==> src/gfx_pkg.sv <==
// Graphics package with the video mode, frame buffer geometry and shared structs
package gfx_pkg;

  // Tiny video mode, 64x48 visible in an 80x54 frame
  localparam int H_ACTIVE = 64;
  localparam int H_FRONT  = 4;
  localparam int H_SYNC   = 8;
  localparam int H_BACK   = 4;
  localparam int H_TOTAL  = H_ACTIVE + H_FRONT + H_SYNC + H_BACK;

  localparam int V_ACTIVE = 48;
  localparam int V_FRONT  = 2;
  localparam int V_SYNC   = 2;
  localparam int V_BACK   = 2;
  localparam int V_TOTAL  = V_ACTIVE + V_FRONT + V_SYNC + V_BACK;

  localparam int H_SYNC_START = H_ACTIVE + H_FRONT;
  localparam int H_SYNC_END   = H_SYNC_START + H_SYNC;
  localparam int V_SYNC_START = V_ACTIVE + V_FRONT;
  localparam int V_SYNC_END   = V_SYNC_START + V_SYNC;

  localparam int H_CNT_W = $clog2(H_TOTAL);
  localparam int V_CNT_W = $clog2(V_TOTAL);
  localparam int X_W     = $clog2(H_ACTIVE);
  localparam int Y_W     = $clog2(V_ACTIVE);

  // Frame buffer striped over banks, pixel i lives in bank i % NUM_STRIPES
  localparam int FB_PIXELS   = H_ACTIVE * V_ACTIVE;
  localparam int FB_ADDR_W   = 12;
  localparam int NUM_STRIPES = 2;
  localparam int BANK_W      = $clog2(NUM_STRIPES);
  localparam int BANK_WORDS  = FB_PIXELS / NUM_STRIPES;
  localparam int BANK_ADDR_W = $clog2(BANK_WORDS);
  localparam int COLOR_W     = 4;

  // Credit loop between reader and output stage
  localparam int FIFO_DEPTH = 8;
  localparam int FIFO_PTR_W = $clog2(FIFO_DEPTH);
  localparam int FIFO_CNT_W = $clog2(FIFO_DEPTH + 1);
  localparam int ERR_CNT_W  = 16;

  typedef struct packed {
    logic [COLOR_W-1:0] red;
    logic [COLOR_W-1:0] grn;
    logic [COLOR_W-1:0] blu;
  } pixel_t;

  typedef struct packed {
    logic                 valid;
    logic [FB_ADDR_W-1:0] addr;
    pixel_t               pix;
  } fb_wr_t;

  typedef struct packed {
    logic                 valid;
    logic [FB_ADDR_W-1:0] addr;
  } fb_rd_t;

  typedef struct packed {
    pixel_t pix;
    logic   hsync;
    logic   vsync;
    logic   de;
  } vga_t;

endpackage

==> src/fb_filler.sv <==
// Frame buffer filler that writes the stripe test pattern once after reset
`timescale 1ns/1ps

module fb_filler import gfx_pkg::*; (
  input  logic   pixel_clk,
  input  logic   rst_n,
  output fb_wr_t wr,
  output logic   fill_done
);

  logic [X_W-1:0]       x;
  logic [Y_W-1:0]       y;
  logic [FB_ADDR_W-1:0] idx;
  logic                 wr_valid;
  logic [FB_ADDR_W-1:0] wr_addr;
  pixel_t               wr_pix;
  logic                 last_wr;

  assign last_wr = wr_valid && (wr_addr == FB_ADDR_W'(FB_PIXELS - 1));
  assign wr      = '{valid: wr_valid, addr: wr_addr, pix: wr_pix};

  always_ff @(posedge pixel_clk) begin
    if (!rst_n) begin
      x         <= '0;
      y         <= '0;
      idx       <= '0;
      wr_valid  <= 1'b0;
      fill_done <= 1'b0;
    end else if (!fill_done) begin
      if (last_wr) begin
        // Last pixel lands in memory on this edge
        wr_valid  <= 1'b0;
        fill_done <= 1'b1;
      end else begin
        wr_valid <= 1'b1;
        idx      <= idx + 1'b1;
        if (x == X_W'(H_ACTIVE - 1)) begin
          x <= '0;
          y <= y + 1'b1;
        end else begin
          x <= x + 1'b1;
        end
      end
    end
  end

  // Pattern colour for the pixel at (x, y)
  always_ff @(posedge pixel_clk) begin
    wr_addr    <= idx;
    wr_pix.red <= x[COLOR_W-1:0];
    wr_pix.grn <= y[COLOR_W-1:0];
    wr_pix.blu <= COLOR_W'(x[X_W-1:3]) + COLOR_W'(y[Y_W-1:3]);
  end

endmodule

==> config.mk <==
export PLATFORM = sky130hd
export DESIGN_NAME = fb_filler
export DESIGN_NICKNAME = d
export VERILOG_FILES = /design/src/gfx_pkg.sv /design/src/fb_filler.sv
export SDC_FILE = /design/constraint.sdc
export NUM_CORES = 1
export LEC_CHECK = 0
export ABC_CLOCK_PERIOD_IN_PS = 1900
export BUFFER_PORTS_ARGS = -buffer_cell sky130_fd_sc_hd__buf_2
export CAP_MARGIN = 30
export CORE_MARGIN = 3
export CORE_UTILIZATION = 45
export DETAILED_ROUTE_END_ITERATION = 16
export PLACE_DENSITY_LB_ADDON = 0.3
export SLEW_MARGIN = 10
export SYNTH_ARGS = -nofsm -noshare
export SYNTH_HDL_FRONTEND = slang
export SYNTH_SLANG_ARGS = --single-unit
export TNS_END_PERCENT = 100
==> constraint.sdc <==
create_clock -name pixel_clk -period 1.9 [get_ports pixel_clk]
set_clock_uncertainty 0.15 [all_clocks]
set_input_delay 0.19 -clock pixel_clk [delete_from_list [all_inputs] [get_ports pixel_clk]]
set_output_delay 0.19 -clock pixel_clk [all_outputs]
set_load 0.05 [all_outputs]
==> impl_metrics.tcl <==
set metrics [dict create \
    place_inst 259 \
    min_path_type "in -> reg" \
    multi_input_area_um2 837 \
    first_pass_iters 4 \
    regArea_um2 1010 \
    fin_crit_sh_pct 94.6 \
    ctsHtreeMaxLevel 2 \
    die_w_um 71.9 \
    synthToLayoutAreaGrowth_pct 17.9 \
    std_cell_rows 23 \
    power_mw 2.10 \
    crit_fanout 10 \
    grt_pass1_vias 1296 \
    die_h_um 71.9 \
    drv_slew 0 \
    final_area_um2 2300 \
    utilization_pct 56.4 \
    ant_nets 0 \
    avgSynthCellArea_um2 10.7 \
    hold_ws_ns 0.0685 \
    drt_iter0_drc 61 \
    pre_cts_ws_ns 0.0589 \
    synth.top_cell.area_share_pct 51.2 \
    clock_sink_count 50 \
    n_fill_cell 363 \
    async_flop_share_pct 0 \
    initial_core_util_pct 47.8 \
    dieArea_um2 5170 \
    crit_required_ns 1.99 \
    place_hpwl_mm 2.33 \
    slew_headroom_pct 79.7 \
    grt_pass1_wl_mm 6.24 \
    viasPerCell 5.25 \
    finalWeightedCongestion 0.741 \
    p_leak_nw 0.962 \
    crit_path_end_kind "flop" \
    grt_max_degree 50 \
    tns_ns 0 \
    syn-instance-count 183 \
    synthFlopType "dfxtp_1" \
    grt-ovfl-total 0 \
    numCtsBuffers 5 \
    routed_wl_mm 3.45 \
    cts_root_buffer "clkbuf_8" \
    core_um2 4090 \
    yosysUniqueCellTypes 40 \
    ys_seq_area_share_pct 51.2 \
    crit_arrival_ns 1.89 \
    vias 1403 \
    synth_area_leader_cell "dfxtp_1" \
    syn-cell-area_um2 1950 \
    yosysMostFrequentCell "dfxtp_1" \
    placedInstanceArea_um2 2160 \
    synth_commonest_cells "dfxtp_1 (50), nand2_1 (12), nand3_1 (12)" \
    antenna_found_initial 0 \
    worst_slew_pin_slew_ns 0.303 \
    status "finished, final reports clean" \
    track_usage_pct 15.1 \
    fin_crit_ns 1.80 \
    fin_ws_ns 0.102 \
    wl_per_cell_um 12.9 \
    rsz0062_at_grt "false" \
    criticalPathCategory "reg -> reg" \
    clk_latency_ns 0.30 \
    io_buffers 27 \
    syn-num-nets 192 \
    cp-start-kind "flop" \
    cts_tree "yes" \
    synth.top_cells.by_area "dfxtp_1 (51%), a21oi_2 (4.5%), o31ai_1 (4.2%), ha_1 (3.8%), or4_1 (3.8%)" \
    clockBufferDepth 2 \
    hold_viol 0 \
    synth-seq-cells 50 \
    drv_cap 0 \
    yosys_warnings 0 \
    max_freq_ghz 0.556 \
    synth-edff-count 0 \
    post_cts_buffers 0 \
    instances_no_fill 267 \
    ios 28 \
    drive_gt1_share_pct 34.1 \
    post-route-drc-count 0 \
    clk_pin_slew_ns 0.09 \
    p_per_area_nw_per_um2 911 \
    num_antenna_cells 0 \
    vdd_drop_max_uv 625 \
    setup_violations 0 \
    nets 225 \
]
[placed cells by master, fill, tap and decap left out, drive strengths merged]
cell type	netlist	layout
bufinv	0	2
or2	1	1
and4	1	1
or3	8	8
or4	10	10
nand3	13	13
fa	1	1
nor2	1	1
clkbuf	2	6
a21oi	20	20
o31ai	11	11
o211ai	1	1
o41ai	1	1
and3	3	3
xor2	1	1
buf	8	36
nand4	3	3
dfxtp	50	50
nand3b	1	1
ha	6	6
or3b	1	1
nand2	12	12
and2	1	1
a21o	2	2
nand4b	1	1
xnor2	1	1
a31oi	1	1
o31a	1	1
o21ai	10	10
nor4	1	1
inv	9	9
o21a	1	1
[state kept, by name, summed over array words and instances, names as in the netlist]
register,count
wr_addr,12
fill_done,1
x,6
wr,12
y,6
wr_valid,1
idx,12
[final timing paths]
kind	start	to	slack [ns]	depth (start not counted)
max	x[0]	y[5]	0.10	5
min	rst_n	idx[11]	0.07	2
max reg2reg	x[0]	y[5]	0.10	5
min reg2reg	idx[9]	wr_addr[9]	0.23	0
[cells by family after synthesis]
group | Yosys count | synth area share, %
simple gates | 57 | 18.3
buf+inv | 19 | 6.15
flops | 50 | 51.2
fa+ha+maj | 7 | 4.87
xor+xnor | 2 | 1.28
compound gates | 48 | 18.1
[critical path: stages, from the launching register on]
cell	delay, ns
dfxtp_1	0.35
ha_1	0.19
and3_1	0.22
nand3_2	0.19
or4_1	0.50
a21oi_1	0.15
[layer usage]
metal / global-route usage, % / up-vias / share of wire (%)
met3: 3.37 / 7 / 3.3
met4: 5.64 / 0 / 1.7
met1: 22.7 / 640 / 52
met2: 21.1 / 23 / 43
li1: - / 733 / -
met5: 0 / - / 0
[where the power goes]
| group | internal [mW] | switching [mW] | total (mW) |
|---|---|---|---|
| sequential | 1.07 | 0.0155 | 1.09 |
| clock | 0.561 | 0.344 | 0.905 |
| combinational | 0.0304 | 0.0767 | 0.107 |
| total | 1.66 | 0.436 | 2.10 |
[repair_timing]
action	in CTS	in global routing
gates resized for setup	0	1
hold buffers	0	0
endpoints found under the hold margin	0	0
setup endpoints to repair	0	5
[area by class of cell]
class,instances,share of cell area (%)
Sequential cell,50,43.9
Inverter,9,1.47
Tap cell,50,2.72
Clock inverter,2,2.61
Multi-Input combinational cell,114,36.3
Timing Repair Buffer,36,9.34
Clock buffer,6,3.59
Note: power is estimated with default switching activity, not from simulation.
