==> src/gfx_pkg.sv <==
// Graphics package with the video mode, frame buffer geometry and shared structs
package gfx_pkg;

  // Tiny video mode, 64x48 visible in an 80x54 frame
  localparam int H_ACTIVE = 64;
  localparam int H_FRONT  = 4;
  localparam int H_SYNC   = 8;
  localparam int H_BACK   = 4;
  localparam int H_TOTAL  = H_ACTIVE + H_FRONT + H_SYNC + H_BACK;

  localparam int V_ACTIVE = 48;
  localparam int V_FRONT  = 2;
  localparam int V_SYNC   = 2;
  localparam int V_BACK   = 2;
  localparam int V_TOTAL  = V_ACTIVE + V_FRONT + V_SYNC + V_BACK;

  localparam int H_SYNC_START = H_ACTIVE + H_FRONT;
  localparam int H_SYNC_END   = H_SYNC_START + H_SYNC;
  localparam int V_SYNC_START = V_ACTIVE + V_FRONT;
  localparam int V_SYNC_END   = V_SYNC_START + V_SYNC;

  localparam int H_CNT_W = $clog2(H_TOTAL);
  localparam int V_CNT_W = $clog2(V_TOTAL);
  localparam int X_W     = $clog2(H_ACTIVE);
  localparam int Y_W     = $clog2(V_ACTIVE);

  // Frame buffer striped over banks, pixel i lives in bank i % NUM_STRIPES
  localparam int FB_PIXELS   = H_ACTIVE * V_ACTIVE;
  localparam int FB_ADDR_W   = 12;
  localparam int NUM_STRIPES = 2;
  localparam int BANK_W      = $clog2(NUM_STRIPES);
  localparam int BANK_WORDS  = FB_PIXELS / NUM_STRIPES;
  localparam int BANK_ADDR_W = $clog2(BANK_WORDS);
  localparam int COLOR_W     = 4;

  // Credit loop between reader and output stage
  localparam int FIFO_DEPTH = 8;
  localparam int FIFO_PTR_W = $clog2(FIFO_DEPTH);
  localparam int FIFO_CNT_W = $clog2(FIFO_DEPTH + 1);
  localparam int ERR_CNT_W  = 16;

  typedef struct packed {
    logic [COLOR_W-1:0] red;
    logic [COLOR_W-1:0] grn;
    logic [COLOR_W-1:0] blu;
  } pixel_t;

  typedef struct packed {
    logic                 valid;
    logic [FB_ADDR_W-1:0] addr;
    pixel_t               pix;
  } fb_wr_t;

  typedef struct packed {
    logic                 valid;
    logic [FB_ADDR_W-1:0] addr;
  } fb_rd_t;

  typedef struct packed {
    pixel_t pix;
    logic   hsync;
    logic   vsync;
    logic   de;
  } vga_t;

endpackage

==> src/scan_reader.sv <==
// Raster scan reader that spends credits on frame buffer reads and forwards the data
`timescale 1ns/1ps

module scan_reader import gfx_pkg::*; (
  input  logic   pixel_clk,
  input  logic   rst_n,
  input  logic   start,
  input  logic   credit_return,
  output fb_rd_t rd,
  input  pixel_t mem_data,
  input  logic   mem_valid,
  output logic   push,
  output pixel_t push_data
);

  logic [FIFO_CNT_W-1:0] credits;
  logic [FB_ADDR_W-1:0]  rd_addr;
  logic                  issue;
  logic                  addr_last;

  // One read per cycle while any credit is held
  assign issue     = start && (credits != '0);
  assign addr_last = (rd_addr == FB_ADDR_W'(FB_PIXELS - 1));
  assign rd        = '{valid: issue, addr: rd_addr};

  always_ff @(posedge pixel_clk) begin
    if (!rst_n) begin
      credits <= FIFO_CNT_W'(FIFO_DEPTH);
      rd_addr <= '0;
    end else begin
      credits <= credits - FIFO_CNT_W'(issue) + FIFO_CNT_W'(credit_return);
      if (issue) begin
        // Wrap into the next frame
        rd_addr <= addr_last ? '0 : rd_addr + 1'b1;
      end
    end
  end

  // Every credit spent reserves a FIFO slot for the response
  assign push      = mem_valid;
  assign push_data = mem_data;

  a_credit_bound: assert property (
    @(posedge pixel_clk) disable iff (!rst_n)
    credits <= FIFO_CNT_W'(FIFO_DEPTH)
  ) else $error("scan_reader holds %0d credits, more than FIFO depth", credits);

endmodule

==> config.mk <==
export PLATFORM = sky130hd
export DESIGN_NAME = scan_reader
export DESIGN_NICKNAME = d
export VERILOG_FILES = /design/src/gfx_pkg.sv /design/src/scan_reader.sv
export SDC_FILE = /design/constraint.sdc
export NUM_CORES = 1
export LEC_CHECK = 0
export ABC_AREA = 1
export BUFFER_PORTS_ARGS = -buffer_cell sky130_fd_sc_hd__buf_2
export CORE_MARGIN = 1
export CORE_UTILIZATION = 50
export DETAILED_ROUTE_END_ITERATION = 16
export GPL_ROUTABILITY_DRIVEN = 0
export GPL_TIMING_DRIVEN = 0
export MAX_ROUTING_LAYER = met4
export PLACE_DENSITY = 0.81
export SKIP_LAST_GASP = 1
export SYNTH_ARGS = -nofsm -noshare
export SYNTH_HDL_FRONTEND = slang
export SYNTH_SLANG_ARGS = --single-unit
==> constraint.sdc <==
create_clock -name pixel_clk -period 5.1 [get_ports pixel_clk]
set_clock_uncertainty 0.2 [all_clocks]
set_input_delay 0 -clock pixel_clk [delete_from_list [all_inputs] [get_ports pixel_clk]]
set_output_delay 0 -clock pixel_clk [all_outputs]
set_load 0.1 [all_outputs]
==> impl_metrics.csv, run 1 <==
group,metric,value,unit
run_status,status,"completed",
logic_synthesis,synth_edf_count,0,
global_routing,groute.usage.overall,21.7,%
power_and_ir_drop,p_int,0.257,mW
worst_hold_path,min_to,"credits[1]$_SDFF_PN0_",
finish,diodes,0,
finish,finalNonFillerCells,215,
power_and_ir_drop,netSwitchingFraction,44.9,%
setup_path,cp_slowest_cell,"dlygate4sd3_1",
die,die_w,47.5,um
logic_synthesis,synth.distinct_cells,24,
setup_path,worst-path-max-fanout,11,
global_routing,grt_pass1_vias,834,
die,core,1960,um2
logic_synthesis,yosys_warnings,0,
detailed_routing,drc,0,
clocking,ctsResizeCount,0,
setup_path,worst_path_largest_cell_delay,0.55,ns
power_and_ir_drop,p_sw,0.210,mW
logic_synthesis,synthArstFlopShare,0,%
clocking,cts_tree,"built",
setup_path,reg2reg_to,"credits[0]$_SDFF_PN0_",
die,io_pins,43,
logic_synthesis,synth_flop_cell,"dfxtp_1",
logic_synthesis,synth-seq-cells,16,
sta,rsz0062_at_grt,"no",
clocking,holdBufCountCts,3,
detailed_routing,dr.pass1.iters,4,
global_routing,grt_pass1_wl,3340,um
sta,finalHoldViolCount,0,
clocking,htreeDepth,1,
global_routing,antenna_found_initial,0,
worst_hold_path,min_path_type,"in2reg",
setup_path,critPathLaunch,"credits[2]$_SDFF_PN0_",
die,fp-row-count,16,
logic_synthesis,syn_nets,176,
logic_synthesis,syn_area_per_cell,6.81,um2
detailed_routing,post_drt_wl_per_cell,9.39,um
logic_synthesis,syn_inst,152,
clocking,cts_made_buffers,3,
sta,worst_hold_slack,0.0673,ns
power_and_ir_drop,totalPowerFinal,0.467,mW
logic_synthesis,yosysMostFrequentCell,"nand2_1",
die,die-area,2260,um2
detailed_routing,drt-initial-drc-count,14,
global_routing,grt-ovfl-total,0,
clocking,clk_pin_slew,0.09,ns
sta,fin_crit,2.46,ns
logic_synthesis,syn_area,1030,um2
power_and_ir_drop,pwr_density_cell,365,nW/um2
logic_synthesis,yosys-top-cells-area,"dfxtp_1, nand2_1, buf_4",
flow_run,drv_cap,0,
setup_path,reg2reg_from,"credits[2]$_SDFF_PN0_",
sta,max_freq,407,MHz
setup_path,cp-start-kind,"register",
logic_synthesis,synth_top_area_cell,"dfxtp_1",
placed_design,placed_cell_area,1210,um2
logic_synthesis,netlist.area_leader.share,31.0,%
finish,final_net_count,213,
logic_synthesis,synth_common_cells,"nand2_1, inv_1, nor2_1",
sta,tightestPinTransition,0.488,ns
clocking,clk_latency,0.28,ns
worst_hold_path,hp-start,"credit_return",
setup_path,crit_chain,"inv_1 -> ha_1 -> a21oi_2 -> buf_4 -> ha_1 -> inv_1 -> ha_1 -> nand2_1 -> dlygate4sd3_1 -> inv_1",
power_and_ir_drop,p_clk_share,17.7,%
detailed_routing,wirelength,2020,um
setup_path,rrSetupSlack,2.64,ns
sta,slew-limit-headroom,67.7,%
sta,setup_viol,0,
placed_design,hpwl,1630,um
sta,worst_slack,2.64,ns
setup_path,arrival,2.44,ns
worst_hold_path,hold_depth,5,
sta,maxSlewViolCount,0,
setup_path,critical_path_class,"reg2reg",
sta,timing.final.crit_share,48.1,%
detailed_routing,vias,1005,
setup_path,reg2regPathDepth,10,
power_and_ir_drop,ir_worst_vdd,0.223,mV
clocking,cts.sinks,16,
die,fp.dieH,47.5,um
clocking,cts_root_buf,"clkbuf_4",
global_routing,grt_max_degree,12,
finish,layout-drive-gt1-share,30.3,%
placed_design,pre_cts_ws,2.80,ns
finish,final_util,65.2,%
setup_path,cp-end-kind,"register",
logic_synthesis,seq_area_frac_synth,31.0,%
placed_design,numPortBuffers,29,
detailed_routing,routed_via_density,4.67,
die,initial_core_util,52.7,%
detailed_routing,postRouteAntennaNets,0,
sta,fin_setup_tns,0,ns
finish,final_area,1280,um2
power_and_ir_drop,p_leak,0.649,nW
placed_design,placed_cells,208,
power_and_ir_drop,combPwrFrac,49.9,%
clocking,cts_setup_buffers,0,
setup_path,required,5.09,ns
finish,area_delta_synth_final,23.7,%
clocking,cts-root-to-sink-buffers,2,
power_and_ir_drop,pwr-share-seq,32.4,%
-- kinds of logic (layout without fill, tap and decap cells) --
family                   count (synthesis)  count (layout)  share of synthesized area (%)
flip-flops                              16              16                           31.0
adder cells (fa/ha/maj)                  7               7                           9.19
AO/OA/AOI/OAI                            9               9                           4.72
XOR/XNOR                                 2               2                           1.69
buffers and inverters                   40              76                           20.0
AND/OR/NAND/NOR                         78              78                           33.5
-- cell type report --
type	instances	area, um2
Buffer	15	113
Clock buffer	4	36.3
Fill cell	185	682
Inverter	25	93.8
Multi-Input combinational cell	96	508
Sequential cell	16	320
Tap cell	27	33.8
Timing Repair Buffer	32	175
-- layer usage --
metal | global-route usage (%) | vias up | part of all wire, %
met5 | - | - | 0
met3 | 3.40 | 2 | 3.7
li1 | - | 522 | -
met4 | 6.86 | 0 | 1.1
met2 | 38.6 | 22 | 52
met1 | 24.6 | 459 | 44
-- cells in the final DEF (no fill, tap or decap), drive strengths merged --
master	instances
buf	44
nand2	38
inv	24
nor2	23
dfxtp	16
nand3	11
ha	6
a21oi	5
o21ai	4
clkbuf	4
dlygate4sd3	3
or2	3
xnor2	2
nor3	2
nand4	1
clkinv	1
fa	1
-- worst max-delay path, delay by kind of cell (launching register included) --
| kind | cells | cell delay, ns |
|---|---|---|
| buffers and inverters | 5 | 0.91 |
| adders and majority gates | 3 | 0.68 |
| DFF | 1 | 0.32 |
| AOI/OAI and AO/OA | 1 | 0.19 |
| and+or+nand+nor | 1 | 0.07 |
-- sequential cells by signal (all words and copies together) (netlist names) --
register	cells
credits	4
rd_addr	12
-- power groups by stage --
stage,Combinational (mW),Clock (mW),Sequential [mW]
2_1_floorplan,0.167,0,0.180
3_3_place_gp,0.218,0,0.153
3_5_place_dp,0.231,0,0.154
4_1_cts,0.236,0.0867,0.151
5_1_grt,0.265,0.0927,0.153
6_report,0.233,0.0826,0.151
-- worst max-delay path by stage --
stage / depth (start not counted) / end / slack, ns
5_1_grt: 10 / credits[0]$_SDFF_PN0_ / 2.49
4_1_cts: 10 / credits[0]$_SDFF_PN0_ / 2.65
6_report: 10 / credits[0]$_SDFF_PN0_ / 2.64
2_1_floorplan: 8 / rd_addr[10]$_SDFFE_PN0P_ / 2.86
3_3_place_gp: 10 / credits[1]$_SDFF_PN0_ / 2.90
3_5_place_dp: 10 / credits[1]$_SDFF_PN0_ / 2.80
Power figures use the tool's default switching activity.
==> run 2: changes to the inputs <==
Settings changed: CORE_UTILIZATION 50 to 42, PLACE_DENSITY 0.81 to 0.72.
Clock period 5.1 ns to 2 ns, I/O delays scaled along.
==> run 2 against run 1 <==
Compared with the run above: wire length rose by 13%; via count up 3.6%; first-iteration DRC count fell by 21%; critical path type unchanged.
==> impl_metrics.csv, run 2 (same netlist as run 1, synthesis figures left out) <==
group,metric,value,unit
sta,slew-limit-headroom,67.7,%
clocking,cts_root_buf,"clkbuf_4",
sta,finalHoldViolCount,0,
setup_path,critPathTopFamily,"adder cells",
clocking,cts-root-to-sink-buffers,2,
finish,final_common_cell,"nand2_1",
setup_path,reg2reg_from,"credits[2]$_SDFF_PN0_",
finish,final_net_count,220,
sta,rsz0062_at_grt,"yes",
detailed_routing,drc,0,
detailed_routing,drt-initial-drc-count,11,
setup_path,worst_path_largest_cell_delay,0.43,ns
detailed_routing,wirelength,2290,um
global_routing,grt-ovfl-total,0,
setup_path,timing.critical_path.buf_inv,3,
setup_path,worst-path-max-fanout,3,
sta,setup_viol,0,
worst_hold_path,min_to,"push_data[3]",
clocking,htreeDepth,1,
detailed_routing,post_drt_wl_per_cell,10.3,um
global_routing,antenna_found_initial,0,
finish,reg.largest.list,"rd_addr (12), credits (4)",
detailed_routing,routed_via_density,4.69,
setup_path,arrival,1.95,ns
detailed_routing,dr.pass1.iters,6,
die,core,2280,um2
die,fp-row-count,17,
global_routing,busiest_layer,"met2",
detailed_routing,postRouteAntennaNets,0,
setup_path,critical_path_class,"reg2reg",
worst_hold_path,min_path_type,"in2out",
run_status,status,"completed",
flow_run,drv_cap,0,
sta,max_freq,509,MHz
finish,seqCellArea,330,um2
detailed_routing,vias,1041,
setup_path,cp-start-kind,"register",
setup_path,reg2regPathDepth,9,
setup_path,crit_chain,"inv_2 -> ha_4 -> a21oi_4 -> ha_4 -> inv_4 -> ha_4 -> fa_2 -> nand2_1 -> inv_1",
finish,final_util,63.1,%
global_routing,groute.usage.overall,18.7,%
finish,diodes,0,
worst_hold_path,hp-start,"mem_data[3]",
die,die_w,51.6,um
power_and_ir_drop,pwr_density_cell,947,nW/um2
die,initial_core_util,45.5,%
finish,layout-drive-gt1-share,43.3,%
global_routing,met1_usage,20.5,%
sta,maxSlewViolCount,0,
clocking,cts_made_buffers,3,
finish,largest_register,"rd_addr",
clocking,cts_tree,"built",
setup_path,cp_slowest_cell,"fa_2",
setup_path,crit_top_cell,"ha_4",
setup_path,cp-end-kind,"register",
placed_design,placed_cells,209,
global_routing,met3_usage,2.63,%
clocking,cts.sinks,16,
finish,finalNonFillerCells,222,
die,io_pins,43,
power_and_ir_drop,p_leak,0.686,nW
placed_design,numPortBuffers,29,
global_routing,grt_max_degree,11,
setup_path,rrSetupSlack,0.04,ns
finish,multiInputGateArea,604,um2
setup_path,required,1.99,ns
sta,tightestPinTransition,0.488,ns
clocking,clk_pin_slew,0.09,ns
global_routing,grt_pass1_vias,898,
placed_design,hpwl,1590,um
sta,timing.final.crit_share,98.3,%
worst_hold_path,hold_depth,2,
finish,largest_register_ffs,12,
power_and_ir_drop,ir_worst_vdd,0.668,mV
global_routing,grt_pass1_wl,3600,um
die,fp.dieH,51.6,um
sta,fin_setup_tns,0,ns
finish,mostFrequentLayoutCells,"nand2_1, buf_2, buf_4, inv_1, nor2_1",
setup_path,reg2reg_to,"credits[1]$_SDFF_PN0_",
clocking,clk_latency,0.28,ns
sta,fin_crit,1.97,ns
finish,area_delta_synth_final,38.8,%
global_routing,met2_usage,34.0,%
die,die-area,2670,um2
finish,nFillCells,203,
[run 2: cell count changes in the layout (fill, tap and decap cells not counted), sizes merged]
cell,previous run,this run
buf,44,49
dlygate4sd3,3,5
clkbuf,4,3
[run 2: cell type report]
cell class | instances | share of cell area (%)
multi-input cells | 96 | 42.1
flip-flops and latches | 16 | 23.0
repair buffers | 40 | 16.7
plain buffers | 14 | 7.32
inverters | 25 | 6.88
well taps | 28 | 2.44
clock buffers | 3 | 1.57
[run 2: power by group]
| group | leakage (nW) | total [mW] | switching (mW) | internal [mW] |
|---|---|---|---|---|
| logic | 0.539 | 0.784 | 0.496 | 0.288 |
| registers | 0.133 | 0.406 | 0.0374 | 0.368 |
| clock network | 0.0138 | 0.171 | 0.101 | 0.0699 |
[run 2: metrics by stage]
stage / instance area [um2] / power (mW) / worst slack [ns] / hold slack (ns)
global placement: 1250 / 0.990 / -0.0932 / 0.0864
global route: 1440 / 1.47 / -0.0871 / 0.186
floorplan: 1070 / 0.923 / -0.0127 / -0.107
detailed placement: 1250 / 1.02 / -0.140 / 0.106
CTS: 1370 / 1.27 / -0.0372 / -0.200
finish: 1440 / 1.36 / 0.0350 / 0.184
[run 2: worst max path at each step]
stage                          startpoint                    end  slack (ns)  depth (start not counted)
global route        credits[3]$_SDFF_PN1_  credits[3]$_SDFF_PN1_       -0.09                         12
finish              credits[2]$_SDFF_PN0_  credits[1]$_SDFF_PN0_        0.04                          9
global placement    credits[2]$_SDFF_PN0_  credits[1]$_SDFF_PN0_       -0.09                         10
floorplan           credits[2]$_SDFF_PN0_  credits[1]$_SDFF_PN0_       -0.01                         10
CTS                 credits[2]$_SDFF_PN0_  credits[1]$_SDFF_PN0_       -0.04                         10
detailed placement  credits[2]$_SDFF_PN0_  credits[3]$_SDFF_PN1_       -0.14                         13
[run 2: repair_timing]
action	CTS	global route
hold buffers	4	1
setup buffers	3	3
endpoints found under the setup margin	3	5
endpoints found under the hold margin	16	11
resized for setup	8	12
pin swaps	6	12
[run 2: layer usage]
| metal | vias up | wire length [um] | share of wire, % |
|---|---|---|---|
| li1 | 539 | - | - |
| met1 | 465 | 977 | 43 |
| met2 | 33 | 1180 | 52 |
| met3 | 4 | 102 | 4.5 |
| met4 | 0 | 25 | 1.1 |
| met5 | - | 0 | 0 |
