**src/gfx_pkg.sv**
```systemverilog
// Graphics package with the video mode, frame buffer geometry and shared structs
package gfx_pkg;

  // Tiny video mode, 64x48 visible in an 80x54 frame
  localparam int H_ACTIVE = 64;
  localparam int H_FRONT  = 4;
  localparam int H_SYNC   = 8;
  localparam int H_BACK   = 4;
  localparam int H_TOTAL  = H_ACTIVE + H_FRONT + H_SYNC + H_BACK;

  localparam int V_ACTIVE = 48;
  localparam int V_FRONT  = 2;
  localparam int V_SYNC   = 2;
  localparam int V_BACK   = 2;
  localparam int V_TOTAL  = V_ACTIVE + V_FRONT + V_SYNC + V_BACK;

  localparam int H_SYNC_START = H_ACTIVE + H_FRONT;
  localparam int H_SYNC_END   = H_SYNC_START + H_SYNC;
  localparam int V_SYNC_START = V_ACTIVE + V_FRONT;
  localparam int V_SYNC_END   = V_SYNC_START + V_SYNC;

  localparam int H_CNT_W = $clog2(H_TOTAL);
  localparam int V_CNT_W = $clog2(V_TOTAL);
  localparam int X_W     = $clog2(H_ACTIVE);
  localparam int Y_W     = $clog2(V_ACTIVE);

  // Frame buffer striped over banks, pixel i lives in bank i % NUM_STRIPES
  localparam int FB_PIXELS   = H_ACTIVE * V_ACTIVE;
  localparam int FB_ADDR_W   = 12;
  localparam int NUM_STRIPES = 2;
  localparam int BANK_W      = $clog2(NUM_STRIPES);
  localparam int BANK_WORDS  = FB_PIXELS / NUM_STRIPES;
  localparam int BANK_ADDR_W = $clog2(BANK_WORDS);
  localparam int COLOR_W     = 4;

  // Credit loop between reader and output stage
  localparam int FIFO_DEPTH = 8;
  localparam int FIFO_PTR_W = $clog2(FIFO_DEPTH);
  localparam int FIFO_CNT_W = $clog2(FIFO_DEPTH + 1);
  localparam int ERR_CNT_W  = 16;

  typedef struct packed {
    logic [COLOR_W-1:0] red;
    logic [COLOR_W-1:0] grn;
    logic [COLOR_W-1:0] blu;
  } pixel_t;

  typedef struct packed {
    logic                 valid;
    logic [FB_ADDR_W-1:0] addr;
    pixel_t               pix;
  } fb_wr_t;

  typedef struct packed {
    logic                 valid;
    logic [FB_ADDR_W-1:0] addr;
  } fb_rd_t;

  typedef struct packed {
    pixel_t pix;
    logic   hsync;
    logic   vsync;
    logic   de;
  } vga_t;

endpackage

```
**src/vga_timing.sv**
```systemverilog
// VGA timing generator with registered sync and display enable outputs
`timescale 1ns/1ps

module vga_timing import gfx_pkg::*; (
  input  logic pixel_clk,
  input  logic rst_n,
  input  logic enable,
  output logic hsync,
  output logic vsync,
  output logic de
);

  logic [H_CNT_W-1:0] h_cnt;
  logic [V_CNT_W-1:0] v_cnt;
  logic               h_last;
  logic               v_last;

  assign h_last = (h_cnt == H_CNT_W'(H_TOTAL - 1));
  assign v_last = (v_cnt == V_CNT_W'(V_TOTAL - 1));

  always_ff @(posedge pixel_clk) begin
    if (!rst_n) begin
      h_cnt <= '0;
      v_cnt <= '0;
    end else if (!enable) begin
      // Parked at the top left until the frame buffer is filled
      h_cnt <= '0;
      v_cnt <= '0;
    end else begin
      if (h_last) begin
        h_cnt <= '0;
        v_cnt <= v_last ? '0 : v_cnt + 1'b1;
      end else begin
        h_cnt <= h_cnt + 1'b1;
      end
    end
  end

  // Decode from the current count, outputs appear one cycle later
  always_ff @(posedge pixel_clk) begin
    if (!rst_n) begin
      hsync <= 1'b1;
      vsync <= 1'b1;
      de    <= 1'b0;
    end else begin
      hsync <= !((h_cnt >= H_SYNC_START) && (h_cnt < H_SYNC_END));
      vsync <= !((v_cnt >= V_SYNC_START) && (v_cnt < V_SYNC_END));
      de    <= enable && (h_cnt < H_ACTIVE) && (v_cnt < V_ACTIVE);
    end
  end

  a_cnt_range: assert property (
    @(posedge pixel_clk) disable iff (!rst_n)
    (h_cnt < H_TOTAL) && (v_cnt < V_TOTAL)
  ) else $error("vga_timing counter out of range h=%0d v=%0d", h_cnt, v_cnt);

endmodule

```
**config.mk**
```make
export PLATFORM = sky130hd
export DESIGN_NAME = vga_timing
export DESIGN_NICKNAME = d
export VERILOG_FILES = /design/src/gfx_pkg.sv /design/src/vga_timing.sv
export SDC_FILE = /design/constraint.sdc
export NUM_CORES = 1
export LEC_CHECK = 0
export BUFFER_PORTS_ARGS = -buffer_cell sky130_fd_sc_hd__clkbuf_2
export CORE_UTILIZATION = 50
export CTS_BUF_LIST = sky130_fd_sc_hd__clkbuf_8
export DETAILED_ROUTE_END_ITERATION = 8
export GPL_TIMING_DRIVEN = 0
export PLACE_DENSITY_LB_ADDON = 0.08
export SYNTH_ARGS = -nofsm -noshare
export SYNTH_HDL_FRONTEND = slang
export SYNTH_SLANG_ARGS = --single-unit
```
**constraint.sdc**
```tcl
create_clock -name pixel_clk -period 2.7 [get_ports pixel_clk]
set_clock_uncertainty 0.2 [all_clocks]
set_input_delay 0.27 -clock pixel_clk [delete_from_list [all_inputs] [get_ports pixel_clk]]
set_output_delay 0.27 -clock pixel_clk [all_outputs]
set_load 0.01 [all_outputs]
```
==> results by group, run 1 <==
Setup path
  – CP Capture Type: register
  – WS Path Type: register to register
  – CP required: 2.68 ns
  – CP arrival: about 1.8 ns
  – Critical path fanouts, max: 6
  – Crit start category: register

Clock tree
  – CTS tree: built
  – Post-CTS Setup Inserts: 0
  – Cts hold-fix bufs: 0
  – CTS clk-pin slew, worst paths: 0.06 ns
  – Clock tree sinks: 16
  – H-tree levels: 1
  – Post-CTS sizing: 0
  – Num CTS Buffers: 3
  – CTS Buffer Depth: 2
  – Clock Tree Root: clkbuf_8
  – Clock Latency Late Sink: between 0.2 and 0.3 ns

Routing
  – DRT Pass-1 Iters: 3
  – Highest metal used: met4
  – Vias per inst: 5.44
  – Wire length per cell: 12.9 microns
  – DR vias: 566
  – Met3 wire length: 19 microns
  – DRT antenna net count: 0
  – WL final: 1340 microns
  – DR DRC count: 0
  – WL met1: 651 microns
  – DR iter-0 viols: 12
  – DR WL met2: 653 microns

Power
  – Comb pwr share: 2.4%
  – Sequential Power Share: 52.0%
  – Sw Pwr: approximately 0.000090 W
  – PD cells: between 500 and 600 nW/um^2
  – Clock Power Share: around 46%
  – Switching share of power: 19.6%
  – Leak Pwr: 0.357 nW
  – Power Internal: 0.000371 W
  – Worst VDD drop: 334 uV

STA
  – Final setup fails: 0
  – Relative slew margins: 75.0%
  – Worst-Margin Slew: between 0.3 and 0.4 ns
  – Final period utilization: 67.0%
  – Setup Total Neg Slack: 0 ns
  – Fmax: roughly 0.55 GHz
  – Slew Viols, Final: 0
  – Final Critical Period: ~1.8 ns
  – RSZ-0062 raised after global routing: no
  – Hold Fails Final Rpt: 0
  – Final WS setup: 0.892 ns
  – Hold_ws: 0.0157 ns

Cells and area
  – Antenna cells: 0
  – Post-layout nets: 98
  – Layout cells sized above 1: 14.6%
  – Area delta synth->final: 12.9%
  – Cell area after layout: 867 sq um

Place
  – Port bufs: 5
  – Cell area after placement: roughly 810 sq um
  – Routability congestion estimate from global placement: 0.680
  – Placement Setup Slack: ~0.89 ns
  – DP HPWL: 933 microns

GRT
  – GR Util All Layers: a little under a fifth
  – Gr ovfl total: 0
  – Number of global-route vias before repair: 502
  – First-pass GRT wire length: 2050 microns
  – Largest net degree at the start of global routing: 10
  – Initial antenna violation count: 0

Logic synthesis
  – Async SR Flop Fraction: 0%
  – Netlist cell types: 27
  – Yosys reg bits: 16
  – Cell count after synthesis: 80
  – Syn nets: 88
  – Synth top area share: 41.7%
  – Post-synth EDFFs: 0
  – Synth warn: 0
  – Top cells by area, synth: dfxtp_1 42%, ha_1 8.1%, nor2_1 4.4%
  – Avg Synthesized Cell Area: about 9.6 sq um
  – Sequential-to-total area share from yosys stat: roughly two fifths
  – Most area-hungry cell type in the Yosys netlist: dfxtp_1
  – Prevailing post-synth register cell: dfxtp_1
  – Syn Std Cell Area: 768 sq um

Floorplan
  – Die W: 41.2 microns
  – Core Box Area: 1370 sq um
  – Total Die Area: 1700 sq um
  – Die H: 41.2 microns
  – Effective utilization at floorplan: between 50% and 60%
  – IO Pins: 6
  – Row count: 13

Job
  – Max cap viols: 0

Min path
  – Hold WC Path Type: input port to register

Outcome
  – Status: finished, final reports clean
-- cell type report --
cell class | count | area [sq um]
Sequential cell | 16 | 320
Clock buffer | 4 | 55.1
Inverter | 6 | 22.5
Multi-Input combinational cell | 58 | 425
Tap cell | 15 | 18.8
Timing Repair Buffer | 5 | 25.0
Fill cell | 131 | 499
-- state kept, by name, summed over array words and instances, names as in the netlist --
signal / count
de: 1
v_cnt: 6
h_cnt: 7
vsync: 1
hsync: 1
-- worst max-delay path: stages (launching register included) --
cell	delay (ns)
dfxtp_1	0.37
ha_1	0.20
nand3_1	0.28
a311oi_4	0.47
mux2i_1	0.13
nor2_1	0.09
-- Yosys cell counts (2+ instances only) --
cell	n
a21oi_1	2
a32o_1	3
and3_1	5
dfxtp_1	16
ha_1	5
inv_1	6
nand2_1	4
nand3_1	2
nor2_1	9
nor2b_1	2
nor3b_1	4
o21ai_0	2
o21ai_1	3
xnor2_1	3
xor2_1	2
-- cell usage in the layout, fill, tap and decap left out --
cell,n
clkbuf_8,4
mux2i_1,1
nor2_1,9
and2_1,1
clkbuf_2,5
nor2_4,1
and3_1,5
o211a_1,1
a311oi_4,1
or3b_4,1
a32o_1,3
xnor2_1,3
or2_4,1
dfxtp_1,16
nor3b_1,4
xor2_1,2
inv_1,6
nor3_1,1
a21oi_1,2
ha_1,5
nor2b_1,2
o21ai_1,3
and3b_1,1
a211oi_1,1
o21ai_0,2
nand3_1,2
a22oi_1,1
o2111ai_1,1
nand2_1,4
-- worst paths after layout --
| kind | start | end | slack (ns) | cells past startpoint |
|---|---|---|---|---|
| setup / recovery | h_cnt[0] | v_cnt[0] | 0.89 | 5 |
| hold / removal | rst_n | hsync | 0.02 | 2 |
| setup reg to reg | h_cnt[0] | v_cnt[0] | 0.89 | 5 |
| hold reg to reg | h_cnt[0] | h_cnt[0] | 0.26 | 1 |
-- metal layers --
| metal | track usage (%) | vias to the layer above |
|---|---|---|
| met5 | 0 | - |
| met3 | 4.89 | 2 |
| met4 | 11.3 | 0 |
| met1 | 21.2 | 266 |
| met2 | 31.3 | 1 |
| li1 | - | 297 |
-- stage by stage --
step / cells / power [W] / util [%]
floorplan: 80 / 0.000251 / -
global placement: 100 / 0.000256 / 59.4
detailed placement: 100 / 0.000256 / 59.4
CTS: 104 / 0.000465 / 63.5
global route: 104 / 0.000476 / 63.5
finish: 104 / 0.000461 / 63.5
-- power by group through the flow --
stage | Clock, W | Combinational (W) | Sequential [W]
after floorplan | 0 | 0.00000553 | 0.000245
after global placement | 0 | 0.0000106 | 0.000245
after detailed placement | 0 | 0.0000109 | 0.000245
after CTS | 0.000214 | 0.0000110 | 0.000240
after global routing | 0.000223 | 0.0000125 | 0.000240
final | 0.000211 | 0.0000109 | 0.000240
-- cells by family (layout without fill, tap and decap cells) --
| logic type | count (synthesis) | count (layout) | synth area share, % |
|---|---|---|---|
| flops | 16 | 16 | 41.7 |
| xor+xnor | 5 | 5 | 5.70 |
| simple gates | 32 | 32 | 23.9 |
| mux | 1 | 1 | 1.30 |
| compound gates | 15 | 15 | 16.3 |
| buf+inv | 6 | 15 | 2.93 |
| fa+ha+maj | 5 | 5 | 8.14 |
Power figures use the tool's default switching activity.
==> run 2, diff against run 1 <==
==> constraint.sdc (replaced) <==
create_clock -name pixel_clk -period 1.6 [get_ports pixel_clk]
set_clock_uncertainty 0.2 [all_clocks]
set_input_delay 0.16 -clock pixel_clk [delete_from_list [all_inputs] [get_ports pixel_clk]]
set_output_delay 0.16 -clock pixel_clk [all_outputs]
set_load 0.01 [all_outputs]
==> results by group, run 2 (same netlist as run 1, synthesis figures left out) <==
Outcome
  – Status: finished, violations left
  – Failing checks: setup timing

GRT
  – Initial antenna violation count: 0 (unchanged)
  – Gr ovfl total: 0 (unchanged)
  – Largest net degree at the start of global routing: 10 (unchanged)
  – Number of global-route vias before repair: 535 (+6.6%)
  – First-pass GRT wire length: 2220 microns (+8.4%)
  – GR Util All Layers: 21.1% (+2.3 points)

STA
  – Hold Fails Final Rpt: 0 (unchanged)
  – Worst-Margin Slew: 0.315 ns (-0.0591 ns)
  – Relative slew margins: 79.0% (+4.0 points)
  – RSZ-0062 raised after global routing: yes
  – Fmax: 0.622 GHz (+12%)
  – Final Critical Period: 1.61 ns (-0.199 ns)
  – Final WS setup: -0.00853 ns (-0.901 ns)
  – Final period utilization: 101% (+34 points)
  – Final setup fails: 2 (+2)
  – Slew Viols, Final: 0 (unchanged)

Routing
  – DR WL met2: 735 microns (+13%)
  – DR vias: 621 (+9.7%)
  – DRT antenna net count: 0 (unchanged)
  – WL final: 1440 microns (+7.5%)
  – Wire length per cell: 13.2 microns (+2.6%)
  – Highest metal used: met4
  – Vias per inst: 5.70 (+4.7%)
  – DRT Pass-1 Iters: 4 (+1)
  – Met3 wire length: 31 microns (+63%)
  – WL met1: 661 microns (+1.5%)
  – DR DRC count: 0 (unchanged)
  – DR iter-0 viols: 10 (-2)

Clock tree
  – Clock tree sinks: 16 (unchanged)
  – CTS clk-pin slew, worst paths: 0.06 ns (about the same)
  – H-tree levels: 1 (unchanged)
  – CTS tree: built
  – CTS Buffer Depth: 2 (unchanged)
  – Clock Tree Root: clkbuf_8
  – Clock Latency Late Sink: 0.25 ns (about the same)
  – Num CTS Buffers: 3 (unchanged)

Setup path
  – Slowest-stage cell, CP: or3b_4
  – Delay of the slowest cell on the worst path: 0.44 ns (-0.03 ns)
  – CP required: 1.60 ns (-1.08 ns)
  – CP Capture Type: register
  – R2r startpoint: h_cnt[5]
  – Crit start category: register
  – Worst-path cell chain: or3b_4 -> a311oi_4 -> buf_4 -> a32o_1
  – Crit path buf inv count: 1 (+1)
  – FF-to-FF path depth: 4 (-1)
  – Critical path fanouts, max: 4 (-2)
  – Reg2Reg Setup Slack: -0.009 ns (-0.90 ns)
  – CP top delay family: simple AND/OR/NAND/NOR gates
  – WS Path Type: register to register
  – Reg2reg end: v_cnt[3]
  – CP arrival: 1.60 ns (-0.19 ns)

Cells and area
  – Top Registers: h_cnt: 7 flops, v_cnt: 6 flops
  – Area delta synth->final: 23.3%
  – Util after Layout: 69.3% (+5.9 points)
  – Largest Register: h_cnt
  – Number of flip-flops in the largest register: 7 (unchanged)
  – Cell Count, Final, Fillers Out: 109 (+4.8%)
  – Highest-count cells in the layout ignoring fill and taps: 10 x dfxtp_1, 9 x nor2_1, 6 x inv_1
  – Most common cell after layout, fill and taps aside: dfxtp_1
  – Layout cells sized above 1: 27.7% (+13 points)
  – Antenna cells: 0 (unchanged)
  – Cell area after layout: 947 sq um (+9.2%)
  – Post-layout nets: 103 (+5.1%)

Place
  – Port bufs: 5 (unchanged)
  – Routability congestion estimate from global placement: 0.692 (+1.8%)
  – Cell area after placement: 817 sq um (+0.62%)
  – DP HPWL: 935 microns (+0.20%)
  – Dpl cells: 100 (unchanged)

Min path
  – Hold WC Path Type: input port to register
  – Hold Path End: h_cnt[6]
  – Worst Hold Depth: 3 (+1)
  – Hold path start: enable

Floorplan
  – IO Pins: 6 (unchanged)
  – Die W: 41.2 microns (unchanged)
  – Total Die Area: 1700 sq um (unchanged)
  – Effective utilization at floorplan: 56.2% (unchanged)
  – Row count: 13 (unchanged)
  – Die H: 41.2 microns (unchanged)
  – Core Box Area: 1370 sq um (unchanged)

Power
  – Leak Pwr: 0.385 nW (+7.7%)
  – Overall power: 0.000783 W (+70%)
  – PD cells: 827 nW/um^2 (+55%)
  – Worst VDD drop: 596 uV (+78%)

Job
  – Max cap viols: 0 (unchanged)
## run 2: changes by cell type in the layout (fill, tap and decap cells not counted), sizes merged
| cell | delta |
|---|---|
| buf | +4 |
| dlygate4sd3 | +1 |
## run 2: worst max-delay path by stage
stage | startpoint | endpoint | slack, ns | cells past startpoint
2_1_floorplan | h_cnt[6] | v_cnt[1] | 0.03 | 4
6_report | h_cnt[5] | v_cnt[3] | -0.009 | 4
3_3_place_gp | h_cnt[0] | v_cnt[0] | -0.08 | 5
4_1_cts | h_cnt[4] | v_cnt[1] | -0.06 | 4
3_5_place_dp | h_cnt[0] | v_cnt[0] | -0.08 | 5
5_1_grt | h_cnt[5] | v_cnt[3] | -0.05 | 4
## run 2: where the power goes
group | total, W | switching [W] | internal [W]
Combinational | 0.0000205 | 0.0000125 | 0.00000801
Clock | 0.000359 | 0.000140 | 0.000218
Sequential | 0.000404 | 0.00000358 | 0.000401
## run 2: layer usage
layer	up-vias	global-route usage, %
met2	5	35.9
met5	-	0
met3	2	9.78
li1	308	-
met1	306	21.9
met4	0	9.68
## run 2: worst reg2reg max path: cells and delay by family, from the launching register on
family | cells | cell delay (ns)
AND/OR/NAND/NOR | 1 | 0.44
buffers and inverters | 1 | 0.19
AO/OA/AOI/OAI | 2 | 0.39
flip-flops | 1 | 0.34
## run 2: area by class of cell
cell class / instances / area, sq um
clock buffer: 4 / 55.1
fill: 111 / 419
inverter: 6 / 22.5
multi-input combinational: 58 / 455
sequential: 16 / 330
tap: 15 / 18.8
timing repair buffer: 10 / 65.1
## run 2: repair_timing
item	4_1_cts	5_1_grt
pin swaps	6	7
setup endpoints to repair	9	12
endpoints found under the hold margin	2	0
gates resized for setup	4	7
hold buffers	1	0
setup buffers	2	2
## run 2: through the flow
step	hold WS (ns)	setup TNS (ns)	worst slack [ns]
after floorplan	0.0219	0	0.0270
after global placement	0.147	-0.211	-0.0773
after detailed placement	0.151	-0.233	-0.0762
after CTS	0.159	-0.123	-0.0600
after global routing	0.210	-0.147	-0.0500
final	0.155	-0.0140	-0.00853
